--- src/hw/pack_pkg.sv ---
package pack_pkg;

  // ##########################################################
  // Widths and sizes
  // ##########################################################
  localparam int IN_W           = 16;              // Pushed word
  localparam int LINE_W         = 512;             // Memory line
  localparam int WORDS_PER_LINE = LINE_W / IN_W;   // 32 words per line
  localparam int LINE_DEPTH     = 64;              // Lines in memory
  localparam int ADDR_W         = 6;
  localparam int COUNT_W        = 16;              // Lines-written counter

  // Writer stays busy this long after taking a line
  localparam int WRITE_BUSY_CYCLES = 8;

  // ##########################################################
  // State encodings
  // ##########################################################
  typedef enum logic [1:0] {
    FILL_A,    // A filling
    DRAIN_A,   // A full and waiting, B filling
    FILL_B,    // B filling
    DRAIN_B    // B full and waiting, A filling
  } packer_state_t;

  typedef enum logic {
    W_IDLE,
    W_BUSY
  } writer_state_t;

endpackage

--- src/hw/word_packer.sv ---
`timescale 1ns/1ns

module word_packer import pack_pkg::*; (
  input  logic              clk,
  input  logic              rst,
  input  logic              push_data,
  input  logic [IN_W-1:0]   data_in,
  output logic              available_push,
  input  logic              available_write,
  output logic              request_write,
  output logic [LINE_W-1:0] write_data
);

  packer_state_t state;

  logic [LINE_W-1:0]         line_buf [2];   // Index 0 is buffer A, 1 is buffer B
  logic [WORDS_PER_LINE-1:0] word_cnt [2];   // One-hot word position per buffer

  logic fill_idx;
  logic draining;
  logic last_word;
  logic other_full;
  logic in_flight;
  logic accept;

  logic req_stage;   // First pipeline stage of an accepted line
  logic req_sel;     // Buffer to present

  // ##########################################################
  // Buffer select and acceptance
  // ##########################################################
  assign fill_idx   = (state == FILL_B) || (state == DRAIN_A);
  assign draining   = (state == DRAIN_A) || (state == DRAIN_B);
  assign last_word  = push_data && word_cnt[fill_idx][WORDS_PER_LINE-1];
  assign other_full = !available_push || last_word;   // Fill buffer full or completing now

  // No new acceptance until the writer has seen the previous request
  assign in_flight = req_stage || request_write;
  assign accept    = draining && available_write && !in_flight;

  // ##########################################################
  // Word capture
  // ##########################################################
  always_ff @(posedge clk) begin
    if (push_data) begin
      line_buf[fill_idx] <= {data_in, line_buf[fill_idx][LINE_W-1:IN_W]};   // Shift in from top
    end
  end

  always_ff @(posedge clk) begin
    if (rst) begin
      word_cnt[0] <= WORDS_PER_LINE'(1);
      word_cnt[1] <= WORDS_PER_LINE'(1);
    end else if (push_data) begin
      // Rotate, so the count is back at word 0 after the 32nd push
      word_cnt[fill_idx] <= {word_cnt[fill_idx][WORDS_PER_LINE-2:0],
                             word_cnt[fill_idx][WORDS_PER_LINE-1]};
    end
  end

  // ##########################################################
  // Ping-pong FSM and push permission
  // ##########################################################
  always_ff @(posedge clk) begin
    if (rst) begin
      state          <= FILL_A;
      available_push <= 1'b1;
    end else begin
      case (state)
        FILL_A: begin
          if (last_word) state <= DRAIN_A;
        end
        DRAIN_A: begin
          if (accept) state <= other_full ? DRAIN_B : FILL_B;
        end
        FILL_B: begin
          if (last_word) state <= DRAIN_B;
        end
        DRAIN_B: begin
          if (accept) state <= other_full ? DRAIN_A : FILL_A;
        end
        default: state <= FILL_A;
      endcase

      if (accept) begin
        available_push <= 1'b1;
      end else if (draining && last_word) begin
        available_push <= 1'b0;   // Both buffers now hold full lines
      end
    end
  end

  // ##########################################################
  // Request pipeline
  // ##########################################################
  always_ff @(posedge clk) begin
    if (rst) begin
      req_stage     <= 1'b0;
      request_write <= 1'b0;
    end else begin
      req_stage     <= accept;
      request_write <= req_stage;
    end
  end

  always_ff @(posedge clk) begin
    if (accept) req_sel <= !fill_idx;   // Draining buffer
    if (req_stage) write_data <= line_buf[req_sel];
  end

  a_push_allowed: assert property (
    @(posedge clk) disable iff (rst) push_data |-> available_push
  ) else $error("push while available_push low");

  a_request_pulse: assert property (
    @(posedge clk) disable iff (rst) request_write |=> !request_write
  ) else $error("request_write high two cycles in a row");

endmodule

--- config.mk ---
export PLATFORM = sky130hd
export DESIGN_NAME = word_packer
export DESIGN_NICKNAME = d
export VERILOG_FILES = /design/src/hw/pack_pkg.sv /design/src/hw/word_packer.sv
export SDC_FILE = /design/constraint.sdc
export NUM_CORES = 2
export LEC_CHECK = 0
export BUFFER_PORTS_ARGS = -buffer_cell sky130_fd_sc_hd__buf_2
export CAP_MARGIN = 10
export CORE_ASPECT_RATIO = 2
export CORE_MARGIN = 2
export CORE_UTILIZATION = 45
export CTS_CLUSTER_DIAMETER = 60
export DETAILED_ROUTE_END_ITERATION = 16
export PLACE_DENSITY = 0.69
export SLEW_MARGIN = 30
export SYNTH_ARGS = -nofsm -noshare
export SYNTH_HDL_FRONTEND = slang
export SYNTH_SLANG_ARGS = --single-unit
--- constraint.sdc ---
create_clock -name clk -period 34.6 [get_ports clk]
set_input_delay 10.38 -clock clk [delete_from_list [all_inputs] [get_ports clk]]
set_output_delay 10.38 -clock clk [all_outputs]
set_load 0.05 [all_outputs]
Yosys cells after proc, flatten, opt, wreduce, memory -nomap -nowiden
Memory sizes are Yosys's and may differ from the RTL's. A register that Yosys moved wholly into a read port is not among the register bits.
Index checks and enable logic that the tools add are counted.
Widths: inputs -> output; s select.

word-level totals
  bits in registers = 6
  bits in read-only memories = 0
  bits in writable memories = 1088
  output and inout port bits = 514
  latch bits = 0
  memories = 2

operators by class
  mux-type cells = 16
  magnitude comparators = 0
  shift operators = 0
  reductions and logical operators = 15
  bitwise logic cells = 0
  multipliers = 0
  equality and inequality tests = 7
  divide/modulo/power cells = 0
  add/subtract/negate cells = 0

memory list
  name      words  bits a word  read ports  clocked after memory_dff  wr ports  RTL line           text
  line_buf  2      512          2           1                         1         word_packer.sv:16  logic [LINE_W-1:0] line_buf [2];
  word_cnt  2      32           1           0                         2         word_packer.sv:17  logic [WORDS_PER_LINE-1:0] word_cnt [2];

operator list
  cell                number
  $mux 32             1
  $reduce_or 32->1    1
  $mux 1              10
  $mux 2              4
  $ne 2x2->1 const B  4
  $pmux 2 s4          1
  $eq 2x2->1 const B  2
  $logic_and 1x1->1   4
  $logic_or 1x1->1    4
  $reduce_and 4->1    1
  $logic_not 1->1     3
  $eq 2x1->1 const B  1
  $logic_not 2->1     1
  $reduce_or 2->1     1

Longest topological paths before layout
An unclocked memory read counts as a cell.

  word-level depth = 8
  depth in mapped cells = 8
  mapped depth without buffers = 6

Worst setup path after synthesis
OpenSTA, ideal clock, no wires.

  kind = input-to-reg
  from = input port push_data
  to = memory word_cnt[0][0] (netlist bit) (enable)
  required time = 34.225 ns
  setup time = 0.375 ns
  arrival time = 21.941 ns
  path slack = 12.283 ns
  stages on the path = 3
  buffers on the path = 0
  path through = nand2_1 inv_1 or2_2

RTL lines
  what             RTL line           text
  start, declared  word_packer.sv:6   input logic push_data,
  end, declared    word_packer.sv:17

Worst setup path in the final report
  from = input port push_data
  to = memory line_buf[1][363] (enable)

between the ends
  cells in the longest elaborated chain, start to end = 2

RTL lines
  what                          RTL line           text
  $mux 1                        word_packer.sv:45  if (push_data) begin
  $mux 1 (not written as such)  word_packer.sv:46  line_buf[fill_idx] <= {data_in, line_buf[fill_idx][LINE_W-1:IN_W]};
  end, declared                 word_packer.sv:16

Every way passes these cells.

==> out/results.ini <==
[logic_synthesis]
yosysMostFrequentCell=edfxtp_1
yosys.cell_types.count=27
synthCells=2833
ys.flop_type=edfxtp_1
synth_common_cells=1601 x edfxtp_1, 1008 x mux2_2, 78 x buf_2
synth_edf_count=1601
synth_nets=2858
async_flop_share=0
netlist_top_cells_area=edfxtp_1 79%, mux2_2 19%, buf_2 0.64%
yosysWarnings=0
synth_seq_cells=1606
syn_area_um2=60980
yosysTopAreaCell=edfxtp_1
synth_top_area_frac=0.7884
ys_seq_area_frac=0.7901
syn_avg_cell_area_um2=21.52

[place]
gp_congestion=0.7648
dp_slack_ns=20.98
dp.cells=5016
dpl.hpwl_um=75260
io_buffers=533

[detailed_routing]
antenna_left=0
viasPerCell=5.209
num_vias=27450
route.detailed.drc=0
drt-total-wl_um=120900
dr.pass1.iters=5
routedWlPerCell_um=22.95
first_iter_violations=2400

[critical_path]
critPathRequiredTime_ns=34.92
critPathLaunch=push_data
crit_path_end_kind=register
startpoint_type=input port
reg2reg_depth=4
crit_arrival_ns=13.23
r2r-start=req_stage
crit_slowest_cell=buf_4
path_cells=buf_2 > nand2_1 > inv_8 > buf_12 > buf_16 > buf_4
critPathMaxStageDelay_ns=0.84
path_class=input port to register
cp_max_fo=107

[timing]
worst_clock_skew_ns=0.06134
final.setup.tns_ns=0
setup_viol=0
rsz0062_at_grt=false
whs_ns=0.5124
timing.final.max_slew_violations=0
worst_pin_slew_ns=1.029
slew-limit-headroom=0.3142
hold_viol=0
period_minus_slack_ns=12.91
setup_ws_ns=21.69
fmax_mhz=77.45
period_share=0.3732

[clocking]
cts_setup_buffers=0
cts_buffer_depth=4
clockRootBuffer=clkbuf_16
clk_pin_slew_ns=0.06
ctsHoldBuffers=0
cts_tree=done
cts-resized-gates=0
h-tree-depth=4
clk_latency_ns=0.76
clkSinkCount=1606
cts_buffers=147

[min_path]
min_path_cells=1
min_path_type=register to register
hp-start=line_buf[0][285]

[cells_and_area]
layout.area.seq_um2=48180
finalNetCount=3457
fillCellCount=10550
multi_input_area_um2=11980
drive_gt1_frac=0.5041
fin_cells=5269
syn_to_final_growth_pct=14.79

[flow_run]
maxCapViolCount=0

[pwr]
leakagePower_uw=0.02366
powerDensity_nw_per_um2=94.55
vdd_drop_max_mv=0.07963

[global_route]
met3_usage=0.05829
use_met2=0.2824
grt_pass1_vias=28520
grt_usage=0.1700
antenna_found_initial=3
gr-total-overflow=0
grt_pass1_wl_um=177500
grt_use_met1=0.2068
grt_max_degree=159
top_usage_layer=met2

[floorplan]
fp.dieH_um=524.6
rows=191
dieWidth_um=264.3
start_util=0.4516
io_pins=534
design.die.area_um2=138600
core_area_um2=135000

[status]
status=finished clean

kinds of logic (layout without fill, tap and decap cells):
family | count (synthesis) | count (layout) | share of synthesized area
buf+inv | 125 | 823 | 0.01360
simple gates | 83 | 83 | 0.008249
flops | 1606 | 1606 | 0.7901
fa+ha+maj | 5 | 5 | 0.001026
other cells | 0 | 1 | 0
mux | 1010 | 1010 | 0.1865
compound gates | 4 | 4 | 0.0005745
registers in the layout, indices dropped and copies added (netlist names):
register / count
line_buf: 1024
write_data: 512
word_cnt: 64
state: 2
available_push: 1
req_sel: 1
req_stage: 1
request_write: 1
critical path: cells and delay by family:
family | cells | cell delay, ns
buffers and inverters | 5 | 2.37
and+or+nand+nor | 1 | 0.18
per-layer routing:
layer,up-vias,share of wire
met5,-,0
met4,0,0.031
met3,185,0.090
met2,872,0.49
met1,13980,0.39
li1,12410,-
layout make-up:
cell class	count	area share
diodes	1	0.00003575
repair buffers	570	0.04422
clock buffers	168	0.05398
multi-input cells	1102	0.1712
inverters	5	0.0004826
flip-flops and latches	1606	0.6883
clock inverters	80	0.01067
well taps	1737	0.03105
final timing paths:
kind                                    endpoint  slack, ns
worst max-delay path            line_buf[1][363]      21.69
worst min-delay path             write_data[285]       0.51
worst max register to register   write_data[321]      29.92
worst min register to register   write_data[285]       0.51
power by group:
group / switching, uW / internal (uW) / leakage (uW)
Combinational: 1040 / 713 / 0.00648
Clock: 683 / 869 / 0.00221
Sequential: 207 / 3110 / 0.0150
metrics by stage:
stage	power (uW)	cell area (um^2)	util
floorplan	4831	60980	-
global placement	5057	65350	0.4840
detailed placement	5134	65360	0.4840
CTS	6698	69880	0.5176
global route	6916	69990	0.5184
finish	6618	69990	0.5184
placed cells by master (no fill, tap or decap), types with 2 or more instances in the layout:
| master | count |
|---|---|
| or3_1 | 2 |
| inv_6 | 4 |
| inv_8 | 4 |
| nand2_1 | 2 |
| clkbuf_16 | 148 |
| buf_2 | 533 |
| clkinv_2 | 20 |
| bufinv_16 | 11 |
| mux2i_1 | 2 |
| nor2b_1 | 3 |
| clkinvlp_4 | 3 |
| nand2b_1 | 3 |
| buf_4 | 26 |
| inv_1 | 3 |
| clkinv_8 | 4 |
| edfxtp_1 | 1601 |
| dfxtp_1 | 4 |
| clkinv_1 | 33 |
| buf_12 | 5 |
| clkbuf_1 | 20 |
| and2_1 | 62 |
| mux2_2 | 1008 |
| clkinv_4 | 2 |
| buf_6 | 2 |
| nor2_1 | 5 |
| ha_1 | 4 |
| buf_16 | 4 |
(Power assumes the default switching activity.)
