### config.mk
export PLATFORM = sky130hd
export DESIGN_NAME = line_writer
export DESIGN_NICKNAME = d
export VERILOG_FILES = /design/src/hw/pack_pkg.sv /design/src/hw/line_writer.sv
export SDC_FILE = /design/constraint.sdc
export NUM_CORES = 1
export LEC_CHECK = 0
export BUFFER_PORTS_ARGS = -buffer_cell sky130_fd_sc_hd__buf_2
export CELL_PAD_IN_SITES_DETAIL_PLACEMENT = 0
export CELL_PAD_IN_SITES_GLOBAL_PLACEMENT = 1
export CORE_AREA = 2 2 405 407
export DETAILED_ROUTE_END_ITERATION = 8
export DIE_AREA = 0 0 407 409
export GPL_ROUTABILITY_DRIVEN = 0
export PLACE_DENSITY = 0.43
export SETUP_SLACK_MARGIN = 0.4
export SKIP_CTS_REPAIR_TIMING = 1
export SKIP_LAST_GASP = 1
export SYNTH_ARGS = -nofsm -noshare
export SYNTH_HDL_FRONTEND = slang
export SYNTH_SLANG_ARGS = --single-unit
### constraint.sdc
create_clock -name clk -period 1.8 [get_ports clk]
set_input_delay 0.18 -clock clk [delete_from_list [all_inputs] [get_ports clk]]
set_output_delay 0.18 -clock clk [all_outputs]
set_load 0.01 [all_outputs]
### src/hw/pack_pkg.sv
package pack_pkg;

  // ##########################################################
  // Widths and sizes
  // ##########################################################
  localparam int IN_W           = 16;              // Pushed word
  localparam int LINE_W         = 512;             // Memory line
  localparam int WORDS_PER_LINE = LINE_W / IN_W;   // 32 words per line
  localparam int LINE_DEPTH     = 64;              // Lines in memory
  localparam int ADDR_W         = 6;
  localparam int COUNT_W        = 16;              // Lines-written counter

  // Writer stays busy this long after taking a line
  localparam int WRITE_BUSY_CYCLES = 8;

  // ##########################################################
  // State encodings
  // ##########################################################
  typedef enum logic [1:0] {
    FILL_A,    // A filling
    DRAIN_A,   // A full and waiting, B filling
    FILL_B,    // B filling
    DRAIN_B    // B full and waiting, A filling
  } packer_state_t;

  typedef enum logic {
    W_IDLE,
    W_BUSY
  } writer_state_t;

endpackage

### src/hw/line_writer.sv
`timescale 1ns/1ns

module line_writer import pack_pkg::*; (
  input  logic               clk,
  input  logic               rst,
  input  logic               request_write,
  input  logic [LINE_W-1:0]  write_data,
  output logic               available_write,
  output logic               wr_en,
  output logic [ADDR_W-1:0]  wr_addr,
  output logic [LINE_W-1:0]  wr_data,
  output logic [COUNT_W-1:0] lines_written
);

  writer_state_t state;

  logic [$clog2(WRITE_BUSY_CYCLES)-1:0] busy_cnt;
  logic [ADDR_W-1:0]                    next_addr;

  assign available_write = (state == W_IDLE);

  // ##########################################################
  // Busy window
  // ##########################################################
  always_ff @(posedge clk) begin
    if (rst) begin
      state    <= W_IDLE;
      busy_cnt <= '0;
    end else begin
      case (state)
        W_IDLE: begin
          if (request_write) begin
            state    <= W_BUSY;
            busy_cnt <= $bits(busy_cnt)'(WRITE_BUSY_CYCLES - 1);
          end
        end
        W_BUSY: begin
          if (busy_cnt == '0) state <= W_IDLE;
          else busy_cnt <= busy_cnt - 1'b1;
        end
        default: state <= W_IDLE;
      endcase
    end
  end

  // ##########################################################
  // Memory write and line count
  // ##########################################################
  always_ff @(posedge clk) begin
    if (rst) begin
      wr_en         <= 1'b0;
      next_addr     <= '0;
      lines_written <= '0;
    end else begin
      wr_en <= request_write;
      if (request_write) begin
        if (next_addr == ADDR_W'(LINE_DEPTH - 1)) next_addr <= '0;   // Wrap to line 0
        else next_addr <= next_addr + 1'b1;
      end
      // Counted as the line lands in memory, so a rise means it is readable
      if (wr_en) lines_written <= lines_written + 1'b1;
    end
  end

  always_ff @(posedge clk) begin
    if (request_write) begin
      wr_addr <= next_addr;
      wr_data <= write_data;
    end
  end

  a_request_when_free: assert property (
    @(posedge clk) disable iff (rst) request_write |-> available_write
  ) else $error("request_write while writer busy");

endmodule

* Word level (Yosys, flattened, before mapping)
Cells that the tools add are included.
Storage, ports and cells: register bits 545, latch bits 0, RAM bits 0, memory bits (read-only) 0, input bits 515, output and inout bits 536, logic and storage cells 23, memories kept 0
Operators by class: add/sub/neg operators 3, $mul 0, div/mod/pow operators 0, magnitude comparators 0, equality and inequality tests 3, shifts and indexed selects 0, mux-type cells 7, bitwise operators 1, reductions and logical operators 2
Operators by type and width (number):
- 16-bit by 1-bit adder with 16-bit output, second input constant | 1
- 6-bit by 1-bit adder with 6-bit output, second input constant | 1
- 6-bit == test, second input constant | 1
- 3-bit 2-to-1 mux | 2
- 6-bit 2-to-1 mux | 1
- 3-bit one-hot mux with 2 select lines | 1
- 2-bit != test, second input constant | 2
- 3-bit logical NOT | 1
- 3-bit by 1-bit subtractor with 3-bit output, second input constant | 1
- 1-bit 2-to-1 mux | 2
- 1-bit one-hot mux with 2 select lines | 1
- 2-bit AND reduction | 1
- 1-bit NOT | 1

* Depth between registers and ports, before layout
Gate-level depths: netlist of run 1.
depth in word-level cells 3, gate-level depth with buffers 5, mapped depth without buffers 5

* Worst setup path after synthesis of run 1
OpenSTA, ideal clock, no wires.
path type flip-flop to flip-flop, start register lines_written[0], end register lines_written[12], setup time 0.123 ns, arrival time 1.415 ns, required time 1.677 ns, setup slack 0.262 ns, cell stages (with the launch flop) 5, buffers on the path 0, period minus slack after synthesis 1.538 ns, path through dfxtp_1 > ha_1 > nand2_4 > nor4_2 > mux2_1
Between the ends: cells in the longest elaborated chain, start to end 1
Ends and longest elaborated chain:
- from (decl) | line line_writer.sv:12 | output logic [COUNT_W-1:0] lines_written
- from (signal assigned) | line line_writer.sv:61 | if (wr_en) lines_written <= lines_written + 1'b1;
- 16-bit by 1-bit adder with 16-bit output | line line_writer.sv:61
Every way passes these cells. A chain may end at the register's enable or synchronous reset.

* Worst setup path after layout of run 1
start register wr_data[55], end output wr_data[55]
RTL lines:
- from (decl) | line line_writer.sv:11 | output logic [LINE_W-1:0] wr_data,
- from (signal assigned) | line line_writer.sv:68 | wr_data <= write_data;
No word-level cell between the ends.

==> impl_metrics.toml, run 1 <==
[outcome]
status = "finished, final reports clean"

[timing]
slew_headroom_pct = 56.0
hold_viol = 0
fin_tns_setup_ps = 0
skew_ps = 7.77
timing.hold.ws_ps = 200
grt_setup_unrepaired = "true"
worst_pin_slew_ps = 660
drv_slew = 0
min_period_over_period_pct = 89.1
fmax_ghz = 0.624
setup_viol = 0
fin_crit_ps = 1600

[synthesis]
syn_nets = 1174
synth_edf_count = 518
syn_area_mm2 = 0.0168
ys_async_sr_fraction_pct = 0
synth_ff_type = "edfxtp_1"
synth-seq-cells = 545
yosys-top-cells-area = "edfxtp_1 (92%), dfxtp_1 (3.2%), nor2_1 (0.38%), mux2_1 (0.33%), a21oi_1 (0.33%)"
synthCells = 655
seq_area_frac_synth_pct = 95.6
yosysWarnings = 0
post-synth-top-area-cell = "edfxtp_1"
synth_top_area_share_pct = 92.4
syn_area_per_cell_um2 = 25.7
yosys.cell_types.count = 33

[global_route]
grt_use_met2_pct = 18.7
grt-busiest-layer = "met2"
grt_max_degree = 103
grt_pass1_vias = 11700
gr-usage-met3_pct = 5.28
grt_pass1_wl_um = 114000
grt-ovfl-total = 0
met1_usage_pct = 10.7
grt.total_usage_pct = 10.5
antenna_found_initial = 40

[critical_path]
cp.buffers_inverters = 1
path_class = "reg -> out"
cp-start-kind = "flop"
critPathArrivalTime_ps = 1420
worstPathMaxFanout = 1
critPathCaptureType = "primary output"
cpMaxStageDelayCell = "edfxtp_1"
cpPeakStageDelay_ps = 540
crit_chain = "buf_6"
cpLargestDelayFamily = "flip-flops"
required_ps = 1620

[die]
start_util_pct = 10.4
pin_count = 1051
core_area_mm2 = 0.162
floorplan.die_area_mm2 = 0.166
num_rows = 148
die_w_um = 407
dieHeight_um = 409

[clocking]
cts_tree = "yes"
root_buffer = "clkbuf_16"
clkSinkCount = 545
insertion_delay_ps = 660
cts_buffer_depth = 3
cts-buffers-inserted = 68
clkTransAtPathRegs_ps = 60
cts.htree.levels = 3

[drt]
remaining_drc_errors = 0
finalWirelength_um = 94500
dr.first_iter.drc_count = 720
first_pass_iters = 4
antenna_left = 0
routed_via_density = 2.94
wl_per_cell_um = 20.6
num_vias = 13500

[final_layout]
final_util_pct = 21.0
drive_above_1_share_pct = 52.0
finalNetCount = 2865
fill_cells = 17400
final_area_mm2 = 0.0340
area_growth_pct = 102
multiInputGateArea_um2 = 812
final_common_cell = "buf_2"
final_cell_mix = "buf_2 (894), edfxtp_1 (518), dlygate4sd3_1 (514)"
regArea_mm2 = 0.0162

[job]
cap_violations = 0

[min_path]
min_path_type = "in -> reg"

[placement]
port_buffers = 1050
place_area_mm2 = 0.0252
hpwl_um = 76600

[pwr]
leakagePower_nw = 13.7
powerDensity_mw_per_mm2 = 990
irDropWorstVdd_v = 0.000684
power_mw = 33.7
-- cell type report --
| cell class | count | area share [%] |
|---|---|---|
| Sequential cell | 545 | 47.5 |
| Timing Repair Buffer | 1626 | 35.3 |
| Tap cell | 2175 | 8.00 |
| Clock buffer | 83 | 5.29 |
| Multi-Input combinational cell | 100 | 2.39 |
| Clock inverter | 42 | 1.39 |
| Inverter | 5 | 0.0552 |
| Antenna cell | 5 | 0.0368 |
-- where the power goes --
part	internal, mW	switching [mW]
sequential	15.0	0.495
combinational	2.12	1.93
clock	8.22	5.96
total	25.3	8.38
-- cells by family after synthesis --
family,count (synthesis),synth area share [%]
xor gates and xnor gates,8,0.416
adders and majority gates,4,0.297
AOI/OAI and AO/OA,22,0.780
DFF,545,95.6
buffers and inverters,11,0.334
muxes,7,0.453
and+or+nand+nor,58,2.12
-- per-stage QoR --
| stage | instances | setup WS [ps] |
|---|---|---|
| 6_report | 4581 | 197 |
| 5_1_grt | 4579 | 111 |
| 4_1_cts | 4028 | 56.8 |
| 3_5_place_dp | 3903 | 255 |
| 3_3_place_gp | 3903 | 249 |
| 2_1_floorplan | 655 | 390 |
-- worst register-to-register path, stage by stage, from the launching register on --
cell	delay, ps
dfxtp_4	390
nand4_4	140
buf_4	180
nor4_4	260
mux2_1	330
-- state kept, by name, summed over array words and instances (netlist names) --
name and cells:
wr_data 512, lines_written 16, next_addr 6, wr_addr 6
busy_cnt 3, state 1, wr_en 1
-- path summary, 6_finish.rpt --
kind,slack (ps),to,startpoint,cells after the start
worst max-delay path,200,wr_data[55],wr_data[55]$_DFFE_PP_,1
worst min-delay path,200,wr_data[383]$_DFFE_PP_,write_data[383],2
worst max register to register,370,lines_written[15]$_SDFFE_PP0P_,lines_written[5]$_SDFFE_PP0P_,4
worst min register to register,470,busy_cnt[2]$_SDFFE_PP0P_,busy_cnt[2]$_SDFFE_PP0P_,2
-- layer usage --
metal  up-vias  wire length [um]
met5         -               178
li1       6039                 -
met3       157              9250
met2       597             47900
met4        28              2860
met1      6648             34300
-- synth_stat cells, types with 2 or more instances --
cell type	n
a21oi_1	11
a31o_2	2
buf_2	3
dfxtp_1	27
edfxtp_1	518
ha_1	4
inv_1	5
mux2_1	5
mux2i_1	2
nand2_1	8
nand3_1	3
nand4_1	6
nand4_2	2
nor2_1	17
nor2b_1	7
nor4_2	3
o21ai_0	2
o31ai_1	4
or3_1	3
or4_1	4
xnor2_1	2
xor2_1	6
Power figures use the tool's default switching activity.
==> inputs of run 2 (changes only) <==
==> constraint.sdc (replaced) <==
create_clock -name clk -period 1.8 [get_ports clk]
set_input_delay 0.27 -clock clk [delete_from_list [all_inputs] [get_ports clk]]
set_output_delay 0.27 -clock clk [all_outputs]
set_load 0.01 [all_outputs]
==> impl_metrics.toml, run 2 (synthesized netlist as in run 1, its figures left out) <==
[outcome]
status = "finished, final reports clean"

[timing]
setup_viol = 0
min_period_over_period_pct = 93.8
drv_slew = 0
fmax_ghz = 0.592
setup_ws_ps = 112
hold_viol = 0
worst_pin_slew_ps = 445
timing.hold.ws_ps = 41.5
slew_headroom_pct = 70.3
fin_crit_ps = 1690
skew_ps = 28.9
grt_setup_unrepaired = "true"

[die]
pin_count = 1051
num_rows = 148
die_w_um = 407
dieHeight_um = 409
core_area_mm2 = 0.162
floorplan.die_area_mm2 = 0.166
start_util_pct = 10.4

[drt]
wl_met1_um = 34300
wl_per_cell_um = 20.4
routed.top_layer = "met5"
remaining_drc_errors = 0
finalWirelength_um = 94000
first_pass_iters = 4
antenna_left = 0
routed_via_density = 2.94
wl_met3_um = 9180
num_vias = 13500
dr.first_iter.drc_count = 527
wl_met2_um = 47700

[min_path]
min_path_type = "in -> reg"

[clocking]
cts_buffer_depth = 3
cts_tree = "yes"
cts-buffers-inserted = 70
cts.htree.levels = 3
clkTransAtPathRegs_ps = 60
clkSinkCount = 545
insertion_delay_ps = 680
root_buffer = "clkbuf_16"

[critical_path]
path_class = "reg -> out"
worstPathMaxFanout = 1
cp-start-kind = "flop"
required_ps = 1530
critPathArrivalTime_ps = 1420
cpMaxStageDelayCell = "edfxtp_1"
cp.buffers_inverters = 1
cpPeakStageDelay_ps = 520
critPathCaptureType = "primary output"
cpLargestDelayFamily = "flip-flops"
crit_chain = "buf_2"

[placement]
dp.cells = 3925
hpwl_um = 77300
pre_cts_ws_ps = 272
port_buffers = 1050

[pwr]
powerDensity_mw_per_mm2 = 998
leakagePower_nw = 13.9
irDropWorstVdd_v = 0.000876

[global_route]
grt_pass1_vias = 11800
grt.total_usage_pct = 10.6
grt_max_degree = 41
grt-ovfl-total = 0
antenna_found_initial = 50
grt_pass1_wl_um = 115000

[final_layout]
regMostFlops = "wr_data"
fin_cells = 4611
finalNetCount = 2881
fill_cells = 17400
final_cell_mix = "buf_2 (887), edfxtp_1 (518), dlygate4sd3_1 (513)"
largestRegisters = "wr_data x512, lines_written x16"
largest_reg_flops = 512
area_growth_pct = 104
final_util_pct = 21.2
final_common_cell = "buf_2"
drive_above_1_share_pct = 52.7

[job]
cap_violations = 0
[run 2: worst paths after layout]
check | start | end | slack (ps) | depth (start not counted)
max | wr_data[78]$_DFFE_PP_ | wr_data[78] | 110 | 1
min | rst | next_addr[4]$_SDFFE_PP0P_ | 40 | 2
max reg2reg | lines_written[4]$_SDFFE_PP0P_ | lines_written[12]$_SDFFE_PP0P_ | 350 | 6
min reg2reg | busy_cnt[2]$_SDFFE_PP0P_ | busy_cnt[2]$_SDFFE_PP0P_ | 470 | 2
[run 2: where the power goes]
part | internal, mW | switching [mW] | leakage [nW]
logic | 2.17 | 1.94 | 7.40
registers | 15.0 | 0.491 | 5.31
clock network | 8.58 | 6.15 | 1.16
[run 2: metrics by stage]
stage               instance area [um2]  setup TNS [ps]  total power, mW
finish                            34400               0             34.3
global route                      34300               0             35.7
CTS                               27800           -29.4             33.6
detailed placement                25400               0             18.5
global placement                  25400               0             18.5
floorplan                         16900               0             16.1
[run 2: layout make-up]
class | count | area (um2) | area share (%)
Multi-Input combinational cell | 100 | 823 | 2.40
Clock inverter | 49 | 577 | 1.68
Antenna cell | 16 | 40.0 | 0.117
Inverter | 5 | 18.8 | 0.0546
Sequential cell | 545 | 16200 | 47.0
Timing Repair Buffer | 1640 | 12200 | 35.5
Tap cell | 2175 | 2720 | 7.92
Clock buffer | 81 | 1820 | 5.31
[run 2: metal layers]
metal  up-vias  track usage [%]
li1       6092                -
met1      6628             11.4
met2       652             18.7
met3       150             4.48
met4        24             2.78
met5         -            0.526
